**config.mk**
```make
export PLATFORM = sky130hd
export DESIGN_NAME = gpgpu_lite
export DESIGN_NICKNAME = d
export VERILOG_FILES = /design/src/logic/gpgpu_pkg.sv /design/src/logic/copy_core.sv /design/src/logic/l2_arbiter.sv /design/src/logic/line_axi_bridge.sv /design/src/logic/perf_counters.sv /design/src/logic/gpgpu_lite.sv
export SDC_FILE = /design/constraint.sdc
export NUM_CORES = 1
export LEC_CHECK = 0
export ABC_AREA = 1
export ABC_CLOCK_PERIOD_IN_PS = 7400
export BUFFER_PORTS_ARGS = -buffer_cell sky130_fd_sc_hd__buf_2
export CAP_MARGIN = 20
export CELL_PAD_IN_SITES_DETAIL_PLACEMENT = 1
export CELL_PAD_IN_SITES_GLOBAL_PLACEMENT = 1
export CORE_MARGIN = 2
export CORE_UTILIZATION = 43
export CTS_CLUSTER_SIZE = 25
export DETAILED_ROUTE_END_ITERATION = 8
export GPL_TIMING_DRIVEN = 0
export PLACE_DENSITY = 0.72
export RECOVER_POWER = 25
export SKIP_LAST_GASP = 1
export SLEW_MARGIN = 30
export SYNTH_ARGS = -nofsm -noshare
export SYNTH_HDL_FRONTEND = slang
export SYNTH_SLANG_ARGS = --single-unit
```
**constraint.sdc**
```tcl
create_clock -name clk -period 7.4 [get_ports clk]
set_input_delay 0.74 -clock clk [delete_from_list [all_inputs] [get_ports clk]]
set_output_delay 0.74 -clock clk [all_outputs]
set_load 0.05 [all_outputs]
```
**src/logic/gpgpu_pkg.sv**
```systemverilog
`default_nettype none

package gpgpu_pkg;

	localparam int BEATS_PER_LINE = 4;            // 32-bit beats per 16-byte line

	typedef logic [31:0]  word_t;                 // One AXI beat
	typedef logic [127:0] line_t;                 // Word 0 in bits 31:0
	typedef logic [27:0]  line_addr_t;            // Byte address bits 31:4
	typedef logic [0:0]   core_index_t;
	typedef logic [15:0]  count_t;                // Saturating event count

	typedef enum logic
	{
		load  = 1'b0,
		store = 1'b1
	} l2_op_t;

	typedef struct packed
	{
		l2_op_t      op;
		core_index_t core;
		line_addr_t  address;
		line_t       data;                        // Ignored for loads
	} l2_req_t;

	typedef struct packed
	{
		core_index_t core;
		l2_op_t      op;
		line_addr_t  address;
		line_t       data;                        // Loaded line of a load response
	} l2_rsp_t;

	typedef struct packed
	{
		count_t read_bursts;
		count_t write_bursts;
		count_t ar_stall_cycles;
		count_t w_stall_cycles;
	} perf_count_t;

endpackage

`default_nettype wire

```
**src/logic/copy_core.sv**
```systemverilog
`default_nettype none
`timescale 1ns/1ps

module copy_core
	#(parameter gpgpu_pkg::core_index_t CORE_ID = 1'b0,
	parameter int LINE_COUNT = 8,
	parameter gpgpu_pkg::line_addr_t SRC_BASE = 28'h0000100,
	parameter gpgpu_pkg::line_addr_t DST_BASE = 28'h0000200)
	(input wire clk,
	input wire reset,
	output logic req_valid,
	output gpgpu_pkg::l2_req_t req,
	input wire req_ready,
	input wire rsp_valid,
	input wire gpgpu_pkg::l2_rsp_t rsp,
	output logic halt);

	localparam int COUNT_W = $clog2(LINE_COUNT + 1);

	// First line of this core's slice in each region
	localparam gpgpu_pkg::line_addr_t SRC_START = SRC_BASE
		+ gpgpu_pkg::line_addr_t'(CORE_ID) * gpgpu_pkg::line_addr_t'(LINE_COUNT);
	localparam gpgpu_pkg::line_addr_t DST_START = DST_BASE
		+ gpgpu_pkg::line_addr_t'(CORE_ID) * gpgpu_pkg::line_addr_t'(LINE_COUNT);

	typedef enum logic [2:0]
	{
		issue_load,
		wait_load,
		issue_store,
		wait_store,
		done
	} core_state_t;

	core_state_t state;
	logic [COUNT_W-1:0] line_count;               // Lines fully copied so far
	gpgpu_pkg::line_t load_data;
	logic rsp_hit;
	logic last_line;

	assign rsp_hit = rsp_valid && (rsp.core == CORE_ID);
	assign last_line = line_count == COUNT_W'(LINE_COUNT - 1);
	assign halt = state == done;

	always_comb
	begin
		req.core = CORE_ID;
		req.data = load_data;
		if (state == issue_store)
		begin
			req.op = gpgpu_pkg::store;
			req.address = DST_START + gpgpu_pkg::line_addr_t'(line_count);
		end
		else
		begin
			req.op = gpgpu_pkg::load;
			req.address = SRC_START + gpgpu_pkg::line_addr_t'(line_count);
		end
	end

	always_ff @(posedge clk or posedge reset)
	begin
		if (reset)
		begin
			state <= issue_load;
			req_valid <= 1'b0;
			line_count <= '0;
		end
		else
		begin
			case (state)
				issue_load:
				begin
					if (!req_valid)
						req_valid <= 1'b1;    // First request after reset
					else if (req_ready)
					begin
						req_valid <= 1'b0;
						state <= wait_load;
					end
				end

				wait_load:
				begin
					if (rsp_hit)
					begin
						req_valid <= 1'b1;
						state <= issue_store;
					end
				end

				issue_store:
				begin
					if (req_ready)
					begin
						req_valid <= 1'b0;
						state <= wait_store;
					end
				end

				wait_store:
				begin
					if (rsp_hit)
					begin
						line_count <= line_count + 1'b1;
						if (last_line)
							state <= done;
						else
						begin
							req_valid <= 1'b1;
							state <= issue_load;
						end
					end
				end

				default: ;                    // Halt stays high in done
			endcase
		end
	end

	always_ff @(posedge clk)
	begin
		if (state == wait_load && rsp_hit)
			load_data <= rsp.data;
	end

endmodule

`default_nettype wire

```
**src/logic/l2_arbiter.sv**
```systemverilog
`default_nettype none
`timescale 1ns/1ps

module l2_arbiter
	(input wire clk,
	input wire reset,
	input wire req_valid0,
	input wire gpgpu_pkg::l2_req_t req0,
	input wire req_valid1,
	input wire gpgpu_pkg::l2_req_t req1,
	output logic req_ready0,
	output logic req_ready1,
	output logic req_valid,
	output gpgpu_pkg::l2_req_t req,
	input wire req_ready);

	gpgpu_pkg::core_index_t last_grant;
	gpgpu_pkg::core_index_t select;

	// Alternate on conflict, otherwise take whoever is waiting
	always_comb
	begin
		if (req_valid0 && req_valid1)
			select = ~last_grant;
		else if (req_valid1)
			select = 1'b1;
		else
			select = 1'b0;
	end

	assign req_valid = req_valid0 || req_valid1;
	assign req = select ? req1 : req0;
	assign req_ready0 = req_ready && (select == 1'b0);
	assign req_ready1 = req_ready && (select == 1'b1);

	always_ff @(posedge clk or posedge reset)
	begin
		if (reset)
			last_grant <= 1'b1;               // Core 0 wins the first tie
		else if (req_valid && req_ready)
			last_grant <= select;
	end

endmodule

`default_nettype wire

```
**src/logic/line_axi_bridge.sv**
```systemverilog
`default_nettype none
`timescale 1ns/1ps

module line_axi_bridge
	(input wire clk,
	input wire reset,
	input wire req_valid,
	input wire gpgpu_pkg::l2_req_t req,
	output logic req_ready,
	output logic rsp_valid,
	output gpgpu_pkg::l2_rsp_t rsp,
	output logic [31:0] awaddr,
	output logic [7:0] awlen,
	output logic awvalid,
	input wire awready,
	output gpgpu_pkg::word_t wdata,
	output logic wlast,
	output logic wvalid,
	input wire wready,
	input wire bvalid,
	output logic bready,
	output logic [31:0] araddr,
	output logic [7:0] arlen,
	output logic arvalid,
	input wire arready,
	input wire rvalid,
	input wire gpgpu_pkg::word_t rdata,
	output logic rready);

	typedef enum logic [2:0]
	{
		idle,
		read_addr,
		read_data,
		write_addr,
		write_data,
		write_resp,
		respond
	} bridge_state_t;

	bridge_state_t state;
	gpgpu_pkg::l2_req_t req_q;                    // Request in flight
	gpgpu_pkg::line_t line_q;                     // Read beats collect here
	logic [1:0] beat_count;
	logic last_beat;

	assign last_beat = beat_count == 2'(gpgpu_pkg::BEATS_PER_LINE - 1);

	assign req_ready = state == idle;
	assign arvalid = state == read_addr;
	assign rready = state == read_data;
	assign awvalid = state == write_addr;
	assign wvalid = state == write_data;
	assign bready = state == write_resp;
	assign rsp_valid = state == respond;

	assign araddr = {req_q.address, 4'h0};
	assign awaddr = {req_q.address, 4'h0};
	assign arlen = 8'(gpgpu_pkg::BEATS_PER_LINE - 1);
	assign awlen = 8'(gpgpu_pkg::BEATS_PER_LINE - 1);
	assign wdata = req_q.data[32 * beat_count +: 32]; // Ascending words
	assign wlast = last_beat;

	assign rsp.core = req_q.core;
	assign rsp.op = req_q.op;
	assign rsp.address = req_q.address;
	assign rsp.data = line_q;

	always_ff @(posedge clk or posedge reset)
	begin
		if (reset)
		begin
			state <= idle;
			beat_count <= 2'd0;
		end
		else
		begin
			case (state)
				idle:
				begin
					beat_count <= 2'd0;
					if (req_valid)
						state <= (req.op == gpgpu_pkg::load) ? read_addr : write_addr;
				end

				read_addr:
					if (arready)
						state <= read_data;

				read_data:
				begin
					if (rvalid)
					begin
						beat_count <= beat_count + 2'd1;
						if (last_beat)
							state <= respond;
					end
				end

				write_addr:
					if (awready)
						state <= write_data;  // W only after AW

				write_data:
				begin
					if (wready)
					begin
						beat_count <= beat_count + 2'd1;
						if (last_beat)
							state <= write_resp;
					end
				end

				write_resp:
					if (bvalid)
						state <= respond;

				default:
					state <= idle;            // Respond lasts one cycle
			endcase
		end
	end

	always_ff @(posedge clk)
	begin
		if (state == idle && req_valid)
			req_q <= req;
		if (state == read_data && rvalid)
			line_q <= {rdata, line_q[127:32]}; // First beat ends up in word 0
	end

endmodule

`default_nettype wire

```
**src/logic/perf_counters.sv**
```systemverilog
`default_nettype none
`timescale 1ns/1ps

module perf_counters
	(input wire clk,
	input wire reset,
	input wire arvalid,
	input wire arready,
	input wire awvalid,
	input wire awready,
	input wire wvalid,
	input wire wready,
	output gpgpu_pkg::perf_count_t counts);

	// Increment on event, stick at all ones
	function automatic gpgpu_pkg::count_t bump(gpgpu_pkg::count_t value, logic event_hit);
		if (event_hit && value != '1)
			return value + 1'b1;
		return value;
	endfunction

	always_ff @(posedge clk or posedge reset)
	begin
		if (reset)
			counts <= '0;
		else
		begin
			counts.read_bursts <= bump(counts.read_bursts, arvalid && arready);
			counts.write_bursts <= bump(counts.write_bursts, awvalid && awready);
			counts.ar_stall_cycles <= bump(counts.ar_stall_cycles, arvalid && !arready);
			counts.w_stall_cycles <= bump(counts.w_stall_cycles, wvalid && !wready);
		end
	end

endmodule

`default_nettype wire

```
**src/logic/gpgpu_lite.sv**
```systemverilog
`default_nettype none
`timescale 1ns/1ps

module gpgpu_lite
	#(parameter int LINE_COUNT = 8,
	parameter gpgpu_pkg::line_addr_t SRC_BASE = 28'h0000100,
	parameter gpgpu_pkg::line_addr_t DST_BASE = 28'h0000200)
	(input wire clk,
	input wire reset,
	output logic processor_halt,
	output gpgpu_pkg::perf_count_t counts,

	// External memory port
	output logic [31:0] awaddr,
	output logic [7:0] awlen,
	output logic awvalid,
	input wire awready,
	output gpgpu_pkg::word_t wdata,
	output logic wlast,
	output logic wvalid,
	input wire wready,
	input wire bvalid,
	output logic bready,
	output logic [31:0] araddr,
	output logic [7:0] arlen,
	output logic arvalid,
	input wire arready,
	input wire rvalid,
	input wire gpgpu_pkg::word_t rdata,
	output logic rready);

	logic req_valid0;
	logic req_valid1;
	logic req_ready0;
	logic req_ready1;
	logic req_valid;
	logic req_ready;
	logic rsp_valid;
	logic halt0;
	logic halt1;
	gpgpu_pkg::l2_req_t req0;
	gpgpu_pkg::l2_req_t req1;
	gpgpu_pkg::l2_req_t req;
	gpgpu_pkg::l2_rsp_t rsp;                      // Broadcast to both cores

	assign processor_halt = halt0 && halt1;

	copy_core #(.CORE_ID(1'b0), .LINE_COUNT(LINE_COUNT), .SRC_BASE(SRC_BASE),
		.DST_BASE(DST_BASE)) core0(
		.clk(clk),
		.reset(reset),
		.req_valid(req_valid0),
		.req(req0),
		.req_ready(req_ready0),
		.rsp_valid(rsp_valid),
		.rsp(rsp),
		.halt(halt0));

	copy_core #(.CORE_ID(1'b1), .LINE_COUNT(LINE_COUNT), .SRC_BASE(SRC_BASE),
		.DST_BASE(DST_BASE)) core1(
		.clk(clk),
		.reset(reset),
		.req_valid(req_valid1),
		.req(req1),
		.req_ready(req_ready1),
		.rsp_valid(rsp_valid),
		.rsp(rsp),
		.halt(halt1));

	l2_arbiter arb0(
		.clk(clk),
		.reset(reset),
		.req_valid0(req_valid0),
		.req0(req0),
		.req_valid1(req_valid1),
		.req1(req1),
		.req_ready0(req_ready0),
		.req_ready1(req_ready1),
		.req_valid(req_valid),
		.req(req),
		.req_ready(req_ready));

	line_axi_bridge bridge0(
		.clk(clk),
		.reset(reset),
		.req_valid(req_valid),
		.req(req),
		.req_ready(req_ready),
		.rsp_valid(rsp_valid),
		.rsp(rsp),
		.awaddr(awaddr),
		.awlen(awlen),
		.awvalid(awvalid),
		.awready(awready),
		.wdata(wdata),
		.wlast(wlast),
		.wvalid(wvalid),
		.wready(wready),
		.bvalid(bvalid),
		.bready(bready),
		.araddr(araddr),
		.arlen(arlen),
		.arvalid(arvalid),
		.arready(arready),
		.rvalid(rvalid),
		.rdata(rdata),
		.rready(rready));

	perf_counters perf0(
		.clk(clk),
		.reset(reset),
		.arvalid(arvalid),
		.arready(arready),
		.awvalid(awvalid),
		.awready(awready),
		.wvalid(wvalid),
		.wready(wready),
		.counts(counts));

endmodule

`default_nettype wire

```
==> run_results.csv, run 1 <==
group,metric,value,unit
finish,postLayoutCellArea,28700,sq um
clock_tree,postCtsSetupBuffers,0,
synthesis,ys_ff_latch,606,
setup_path,critPathMostFrequentCell,"buf_2",
synthesis,synthTopCellsByCount,"704 x nand2_1, 520 x edfxtp_1, 139 x nor2_1",
placement,placed_cells,2937,
synthesis,async_reset_ff_frac,0.142,
die,die_area,57500,sq um
pwr,intPower,7300,uW
pwr,p_sw_frac,0.390,
setup_path,path_buf_inv,5,
setup_path,reg2reg_slack,4.96,ns
clock_tree,clk_latency,0.60,ns
finish,multiInputGateArea,5230,sq um
synthesis,synth_enable_flop_cells,520,
setup_path,crit_family,"buffers and inverters",
setup_path,cp-start-kind,"flop",
synthesis,synth_seq_area_share,0.744,
pwr,vdd_ir_drop_max,0.262,mV
finish,final_cells,3055,
placement,numPortBuffers,155,
pwr,p_clk_frac,0.261,
sta,post-route-period-util,0.558,
detailed_routing,first_pass_iters,7,
global_route,grt_max_degree,64,
placement,place_congestion,0.867,
sta,hold_ws,0.311,ns
finish,n_fill_cell,5692,
global_route,antenna_found_initial,0,
sta,worst_pin_slew,1.20,ns
synthesis,yosys-top-cells-area,"edfxtp_1 65%, nand2_1 11%, dfrtp_1 8.9%",
setup_path,cp_cell_sequence,"buf_2, inv_1, buf_2, clkbuf_1, o21ai_0, o22ai_1, buf_2",
detailed_routing,vias_per_cell,5.00,
status,status,"finished, final reports clean",
setup_path,cp_slowest_stage_delay,0.72,ns
setup_path,required,6.66,ns
die,die_w,240,um
sta,finalClockSkew,0.0151,ns
detailed_routing,ant_nets,0,
synthesis,synth_area_leader_cell,"edfxtp_1",
pwr,seq_power_share,0.405,
clock_tree,clkSlewWorstSetupHoldPaths,0.06,ns
synthesis,synth_most_common_cell,"nand2_1",
clock_tree,cts_resized,0,
pwr,p_per_area,416,nW/um^2
sta,slew_violations,0,
synthesis,avgSynthCellArea,12.3,sq um
global_route,grt_pass1_wl,93500,um
sta,finalSetupViolCount,0,
sta,fin_crit,4.13,ns
setup_path,crit_type,"reg -> out",
finish,num_antenna_cells,0,
finish,drive_above_1_share,0.178,
clock_tree,htreeDepth,3,
pwr,p_sw,4660,uW
setup_path,worstPathArrival,3.39,ns
synthesis,syn_area,23900,sq um
finish,fin_util,0.522,
hold_path,hp-class,"in -> reg",
global_route,grt_pass1_vias,16100,
placement,dpl-instance-area,26700,sq um
placement,hpwlAfterDp,41600,um
sta,slew_headroom,0.195,
sta,rsz0062_at_grt,"false",
synthesis,synth_ff_type,"edfxtp_1",
finish,layout.nets,2303,
clock_tree,cts_tree,"done",
clock_tree,root_buffer,"clkbuf_16",
setup_path,slowest_stage,"clkbuf_1",
setup_path,endpoint_kind,"output port",
die,ios,222,
sta,hold_viol,0,
die,chipHeight,240,um
finish,synthToLayoutAreaGrowth,20.2,%
synthesis,yosysUniqueCellTypes,34,
clock_tree,cts_hold_buf,0,
finish,register_area,17800,sq um
synthesis,ys_warn_count,0,
synthesis,synth_top_cell_area_share,0.653,
sta,max_freq,242,MHz
pwr,leakage,0.0115,uW
synthesis,synthCells,1938,
die,initial_utilization,0.435,
clock_tree,clock_sinks,606,
global_route,grt_overflow,0,
job,drv_cap,0,
detailed_routing,drt-initial-drc-count,964,
detailed_routing,num_vias,15300,
clock_tree,cts.path.max_buffers,3,
detailed_routing,totalWireLength,61900,um
die,core,55000,sq um
detailed_routing,wl_per_cell,20.3,um
clock_tree,cts-buffers-inserted,66,
detailed_routing,drc,0,
global_route,track_usage,0.218,
pwr,power_frac_comb,0.333,
setup_path,critPathMaxFanout,10,
die,core.rowCount,86,
power by group through the flow:
stage	logic, uW	registers [uW]	clock network, uW
3_5_place_dp	4010	4910	0
2_1_floorplan	2330	5020	0
4_1_cts	4030	4850	3190
3_3_place_gp	3630	5030	0
5_1_grt	4270	4900	3300
6_report	3990	4850	3130
kinds of logic (layout without fill, tap and decap cells):
kind of cell,after synthesis,count (layout),synth area share
compound gates,139,139,0.0327
xor+xnor,49,49,0.0180
fa+ha+maj,7,7,0.00367
buf+inv,208,513,0.0489
flops,606,606,0.744
other cells,2,66,0.000314
simple gates,927,927,0.153
layer usage:
layer / vias to the layer above / share of wire / track usage
li1: 7068 / - / -
met1: 7652 / 0.41 / 0.268
met2: 422 / 0.51 / 0.385
met3: 122 / 0.050 / 0.0365
met4: 0 / 0.032 / 0.0792
met5: - / 0 / 0
sequential cells by signal, summed over array words and instances, names as in the netlist:
name and count:
bridge0.line_q 128, core1.req_valid 1, bridge0.req_q 128, bridge0.state 3, core0.load_data 128, core0.req_valid 1
bridge0.rsp 1, core1.load_data 128, core0.state 3, core1.state 3, core0.line_count 4, core1.line_count 4
bridge0.beat_count 2, arb0.last_grant 1, bridge0.araddr 7, perf0.counts 64
metrics by stage:
| step | setup TNS, ns | total power [uW] | setup WS, ns |
|---|---|---|---|
| finish | 0 | 12000 | 3.27 |
| floorplan | 0 | 7350 | 0.636 |
| global route | 0 | 12500 | 3.29 |
| CTS | 0 | 12100 | 3.25 |
| detailed placement | 0 | 8920 | 3.90 |
| global placement | -1287.41 | 8660 | -3.40 |
cell usage in the layout (no fill, tap or decap), drive strengths merged:
cell type / Yosys / final
clkinvlp: 0 / 1
dfrtp: 85 / 85
and3: 1 / 1
dfstp: 1 / 1
o21bai: 2 / 2
nand2: 712 / 712
o211ai: 1 / 1
buf: 110 / 296
o21ai: 96 / 96
nor3: 6 / 6
inv: 68 / 71
clkinv: 0 / 20
o21a: 1 / 1
a21oi: 6 / 6
conb: 2 / 66
bufinv: 0 / 1
o22ai: 32 / 32
nand3b: 1 / 1
a21boi: 1 / 1
xnor2: 31 / 31
nor2: 147 / 147
ha: 7 / 7
xor2: 18 / 18
nand4: 16 / 16
edfxtp: 520 / 520
clkbuf: 30 / 124
nand3: 44 / 44
layout make-up:
| cell class | instances | area share |
|---|---|---|
| clock inverters | 25 | 0.00640 |
| well taps | 748 | 0.0326 |
| repair buffers | 187 | 0.0554 |
| flip-flops and latches | 606 | 0.618 |
| inverters | 68 | 0.00910 |
| clock buffers | 93 | 0.0642 |
| plain buffers | 140 | 0.0316 |
| multi-input cells | 1188 | 0.182 |
path summary, 6_finish.rpt:
path                                       start  cells after the start                   end
setup / recovery           bridge0.beat_count[0]                      7             wdata[10]
hold / removal                         rdata[19]                      1   bridge0.line_q[115]
setup reg to reg                  core0.state[0]                      7  core0.load_data[120]
hold reg to reg                bridge0.line_q[3]                      0    core1.load_data[3]
max in group asynchronous                  reset                      3       arb0.last_grant
min in group asynchronous                  reset                      2      perf0.counts[23]
No activity file was read; power rests on OpenSTA's default activity.
==> run 2, diff against run 1 <==
Settings changed: ABC_AREA 1 to 0, ABC_CLOCK_PERIOD_IN_PS 7400 to 3600, CORE_UTILIZATION 43 to 45, PLACE_DENSITY 0.72 to 0.73.
Clock period 7.4 ns to 3.6 ns, I/O delays scaled along.
==> run 2 against run 1 <==
  * The flow now finishes with violations (max-capacitance violations, max-slew violations)
  * Largest cell class unchanged
  * Register-to-register slack worse by 4.3 ns
  * First-iteration DRC count decreased by 10%
  * Die area fell by 7.2%
  * Core utilization increased by 2.8 points
  * Sequential power is 110% higher
==> run_results.csv, run 2 <==
group,metric,value,unit
status,status,"finished, violations left",
status,violations,"max-capacitance violations, max-slew violations",
detailed_routing,drt-initial-drc-count,868,
setup_path,required,3.24,ns
global_route,grt_pass1_wl,82000,um
pwr,leakage,0.0110,uW
global_route,grt_pass1_vias,14200,
setup_path,crit_type,"reg -> out",
clock_tree,clk_latency,0.60,ns
synthesis,yosysUniqueCellTypes,74,
finish,num_antenna_cells,0,
finish,multiInputGateArea,4810,sq um
synthesis,syn_area,23200,sq um
setup_path,critPathMaxFanout,10,
clock_tree,clock_sinks,606,
global_route,grt_max_degree,51,
pwr,vdd_ir_drop_max,0.521,mV
global_route,antenna_found_initial,2,
detailed_routing,drc,0,
setup_path,worstPathArrival,3.05,ns
die,core,51100,sq um
clock_tree,cts.path.max_buffers,3,
finish,fin_util,0.551,
synthesis,synth_ff_type,"edfxtp_1",
synthesis,synth_top_cell_area_share,0.674,
placement,place_congestion,0.789,
finish,register_area,17800,sq um
synthesis,yosys-top-cells-area,"edfxtp_1 67%, dfrtp_1 9.2%, nand2_1 6.9%",
clock_tree,root_buffer,"clkbuf_16",
sta,finalSetupViolCount,0,
detailed_routing,ant_nets,0,
finish,final_cells,2573,
global_route,track_usage,0.205,
sta,post-route-period-util,0.947,
finish,layout_commonest_cell,"edfxtp_1",
synthesis,synth_most_common_cell,"edfxtp_1",
die,chipHeight,231,um
synthesis,async_reset_ff_frac,0.142,
finish,drive_above_1_share,0.227,
synthesis,ys_ff_latch,606,
placement,numPortBuffers,155,
synthesis,avgSynthCellArea,15.5,sq um
clock_tree,cts_tree,"done",
placement,hpwlAfterDp,35000,um
detailed_routing,vias_per_cell,5.14,
sta,hold_viol,0,
clock_tree,cts_resized,0,
die,die_area,53300,sq um
global_route,grt_overflow,0,
sta,worst_pin_slew,1.79,ns
finish,n_fill_cell,4911,
synthesis,synth_seq_area_share,0.767,
sta,fin_setup_tns,0,ns
sta,max_freq,293,MHz
detailed_routing,wl_per_cell,21.0,um
detailed_routing,num_vias,13200,
finish,synthToLayoutAreaGrowth,21.5,%
clock_tree,clkSlewWorstSetupHoldPaths,0.06,ns
clock_tree,cts-buffers-inserted,66,
sta,slew_violations,37,
synthesis,synthCells,1497,
die,die_w,231,um
clock_tree,postCtsSetupBuffers,0,
synthesis,ys_warn_count,0,
sta,slew_headroom,-0.198,
job,drv_cap,1,
setup_path,cp-start-kind,"flop",
synthesis,synth_enable_flop_cells,520,
detailed_routing,first_pass_iters,6,
die,ios,222,
detailed_routing,totalWireLength,54100,um
setup_path,endpoint_kind,"output port",
sta,rsz0062_at_grt,"false",
synthesis,synth_area_leader_cell,"edfxtp_1",
sta,hold_ws,0.165,ns
synthesis,synthTopCellsByCount,"520 x edfxtp_1, 428 x nand2_1, 85 x dfrtp_1",
die,initial_utilization,0.453,
die,core.rowCount,83,
sta,finalClockSkew,0.0250,ns
finish,layout_common_cells,"520 x edfxtp_1, 428 x nand2_1, 163 x buf_2",
pwr,p_per_area,872,nW/um^2
sta,fin_crit,3.41,ns
clock_tree,htreeDepth,3,
placement,placed_cells,2421,
hold_path,hp-class,"in -> reg",
finish,layout.nets,1888,
run 2: cell type report:
class                           instances  area share
Tap cell                              680      0.0302
Sequential cell                       606       0.631
Clock buffer                           84      0.0622
Multi-Input combinational cell        816       0.171
Inverter                               10     0.00156
Clock inverter                         35      0.0117
Timing Repair Buffer                  213      0.0630
Buffer                                129      0.0292
run 2: repair_timing:
| item | 4_1_cts | 5_1_grt |
|---|---|---|
| hold buffers | 33 | 0 |
| endpoints found under the hold margin | 68 | 0 |
| endpoints found under the setup margin | 0 | 0 |
run 2: kinds of logic (layout without fill, tap and decap cells):
family                     after synthesis  count (layout)  synth area share
DFF                                    606             606             0.767
and+or+nand+nor                        576             576             0.113
buffers and inverters                  139             471            0.0372
xor gates and xnor gates                63              63            0.0238
AOI/OAI and AO/OA                       58              58            0.0172
muxes                                   46              46            0.0377
adders and majority gates                7               7           0.00378
other                                    2              66          0.000324
run 2: per-layer routing:
layer,GRT usage,up-vias,share of wire
li1,-,5974,-
met1,0.252,6749,0.40
met2,0.356,389,0.51
met3,0.0395,123,0.053
met4,0.0857,2,0.031
met5,0,-,0.00020
run 2: worst max-delay path, stage by stage (launching register included):
cell	delay, ns
dfrtp_1	0.35
clkbuf_1	0.59
buf_2	0.61
mux4_2	0.66
buf_2	0.25
run 2: per-stage QoR:
step           setup WS, ns  area [sq um]  power, uW
2_1_floorplan        0.0775         23400      15200
3_3_place_gp          -1.47         25100      17400
3_5_place_dp          0.694         25700      18200
4_1_cts               0.113         28200      24800
5_1_grt              0.0438         28100      25600
6_report              0.190         28100      24500
run 2: final timing paths:
kind	start	slack [ns]	endpoint	depth (start not counted)
setup reg to reg	bridge0.state[0]	0.70	core1.load_data[44]	8
hold reg to reg	bridge0.line_q[4]	0.44	core0.load_data[4]	0
hold / removal	arready	0.16	perf0.counts[16]	4
min in group asynchronous	reset	0.76	perf0.counts[30]	3
setup / recovery	bridge0.beat_count[0]	0.19	wdata[30]	4
max in group asynchronous	reset	1.90	arb0.last_grant	4
run 2: power by group:
group          internal, uW  total, uW  switching, uW
sequential             9680      10400            673
clock                  3830       6570           2750
combinational          2130       7610           5490
total                 15600      24500           8910
==> run 3, diff against run 2 <==
Settings changed: RECOVER_POWER 25 to 50.
==> run 3 against run 2 <==
  * Largest power group unchanged
  * Maximum frequency increased by 0.12%
  * Register-to-register slack worse by 0.51 ns
  * The run still ends with max-capacitance violations, max-slew violations left
  * Critical path type is now reg -> reg
  * Clock-buffer cell count stayed put
  * Critical path depth rose by 3
  * Die area unchanged
  * Total power decreased by 0.36%
  * Clock power is essentially flat
==> run_results.csv, run 3 (synthesized netlist as in run 2, its figures left out) <==
group,metric,value,unit
sta,slew_headroom,-0.124,
placement,placed_cells,2421,
setup_path,critPathCapture,"bridge0.req_q[83]",
global_route,grt_max_degree,51,
finish,synthToLayoutAreaGrowth,20.5,%
clock_tree,cts-buffers-inserted,66,
clock_tree,root_buffer,"clkbuf_16",
die,ios,222,
detailed_routing,first_pass_iters,5,
setup_path,path_buf_inv,4,
finish,final_cells,2573,
pwr,leakage,0.0106,uW
detailed_routing,vias_per_cell,5.17,
setup_path,endpoint_kind,"flop",
setup_path,critPathMostFrequentCell,"clkbuf_1",
die,die_area,53300,sq um
detailed_routing,totalWireLength,54300,um
global_route,grt_overflow,0,
setup_path,cp_cell_sequence,"a21bo_1, clkbuf_1, clkinvlp_2, clkbuf_1, clkbuf_1, nand2_1, nand2_1",
setup_path,worstPathArrival,3.74,ns
finish,drive_above_1_share,0.176,
clock_tree,htreeDepth,3,
placement,numPortBuffers,155,
finish,layout_commonest_cell,"edfxtp_1",
sta,slew_violations,49,
sta,max_freq,294,MHz
setup_path,reg2reg_depth,7,
sta,finalSetupViolCount,0,
finish,layout.nets,1888,
detailed_routing,num_vias,13300,
placement,place_congestion,0.789,
setup_path,cp_slowest_stage_delay,0.74,ns
die,core.rowCount,83,
sta,rsz0062_at_grt,"false",
die,initial_utilization,0.453,
die,chipHeight,231,um
setup_path,crit_family,"buffers and inverters",
detailed_routing,drt-initial-drc-count,869,
global_route,track_usage,0.205,
clock_tree,clkSlewWorstSetupHoldPaths,0.06,ns
setup_path,reg2reg_slack,0.19,ns
clock_tree,cts.path.max_buffers,3,
clock_tree,clk_latency,0.60,ns
clock_tree,cts_tree,"done",
hold_path,hp-class,"in -> reg",
clock_tree,cts_resized,0,
setup_path,critical_path_depth,7,
setup_path,r2r_start,"arb0.last_grant",
pwr,vdd_ir_drop_max,0.521,mV
placement,dp_slack,0.694,ns
setup_path,crit_type,"reg -> reg",
status,status,"finished, violations left",
sta,worst_pin_slew,1.68,ns
global_route,antenna_found_initial,2,
setup_path,required,3.93,ns
status,violations,"max-capacitance violations, max-slew violations",
detailed_routing,wl_per_cell,21.1,um
pwr,p_per_area,876,nW/um^2
die,core,51100,sq um
sta,fin_crit,3.41,ns
setup_path,r2r_end,"bridge0.req_q[83]",
setup_path,cp-start-kind,"flop",
setup_path,slowest_stage,"clkinvlp_2",
setup_path,crit_start,"arb0.last_grant",
placement,hpwlAfterDp,35000,um
die,die_w,231,um
detailed_routing,ant_nets,0,
global_route,grt_pass1_wl,82000,um
setup_path,critPathMaxFanout,10,
clock_tree,clock_sinks,606,
sta,hold_viol,0,
sta,post-route-period-util,0.946,
job,drv_cap,2,
detailed_routing,drc,0,
finish,num_antenna_cells,0,
global_route,grt_pass1_vias,14200,
finish,layout_common_cells,"520 x edfxtp_1, 428 x nand2_1, 133 x clkbuf_1",
sta,setup_ws,0.194,ns
sta,finalClockSkew,0.0251,ns
pwr,total_power,24500,uW
-- run 3: layout make-up --
class | count | area, sq um
Multi-Input combinational cell | 816 | 4720
Timing Repair Buffer | 213 | 1650
Clock inverter | 35 | 329
Buffer | 129 | 812
Tap cell | 680 | 851
Fill cell | 4952 | 23200
Clock buffer | 84 | 1750
Sequential cell | 606 | 17800
Inverter | 10 | 40.0
-- run 3: tightest hold or removal path, delay by kind of cell --
| family | cells | cell delay [ns] |
|---|---|---|
| simple gates | 1 | 0.10 |
| compound gates | 2 | 0.14 |
| buf+inv | 1 | 0.13 |
-- run 3: worst min-delay path by stage --
stage                          end          startpoint  depth (start not counted)
2_1_floorplan   core0.load_data[0]   bridge0.line_q[0]                          0
3_3_place_gp   core0.load_data[21]  bridge0.line_q[21]                          0
3_5_place_dp      perf0.counts[30]               reset                          2
4_1_cts           perf0.counts[16]             arready                          4
5_1_grt           bridge0.state[1]             awready                          4
6_report          bridge0.state[1]             awready                          4
-- run 3: repair_timing --
| item | CTS | global route |
|---|---|---|
| buffers inserted | 0 | 0 |
| hold endpoints to repair | 68 | 0 |
| hold buffers | 33 | 0 |
-- run 3: where the power goes --
part / total (uW) / internal (uW) / switching [uW]
clock network: 6570 / 3830 / 2740
registers: 10400 / 9690 / 672
logic: 7530 / 2050 / 5480
-- run 3: per-layer routing --
| layer | vias to the layer above | track usage | share of wire | wire, um |
|---|---|---|---|---|
| met2 | 412 | 0.356 | 0.51 | 27700 |
| met3 | 125 | 0.0395 | 0.056 | 3030 |
| met5 | - | 0 | 0.00020 | 11 |
| met1 | 6789 | 0.252 | 0.40 | 21900 |
| met4 | 2 | 0.0857 | 0.032 | 1740 |
| li1 | 5980 | - | - | - |
-- run 3: stage by stage --
step / hold slack [ns] / cell area, sq um / TNS [ns] / util
final: 0.193 / 27900 / 0 / 0.547
after global routing: 0.213 / 27900 / 0 / 0.547
after CTS: 0.127 / 28200 / 0 / 0.551
after detailed placement: 0.390 / 25700 / 0 / 0.504
after global placement: 0.423 / 25100 / -494.52 / 0.491
after floorplan: 0.421 / 23400 / 0 / -
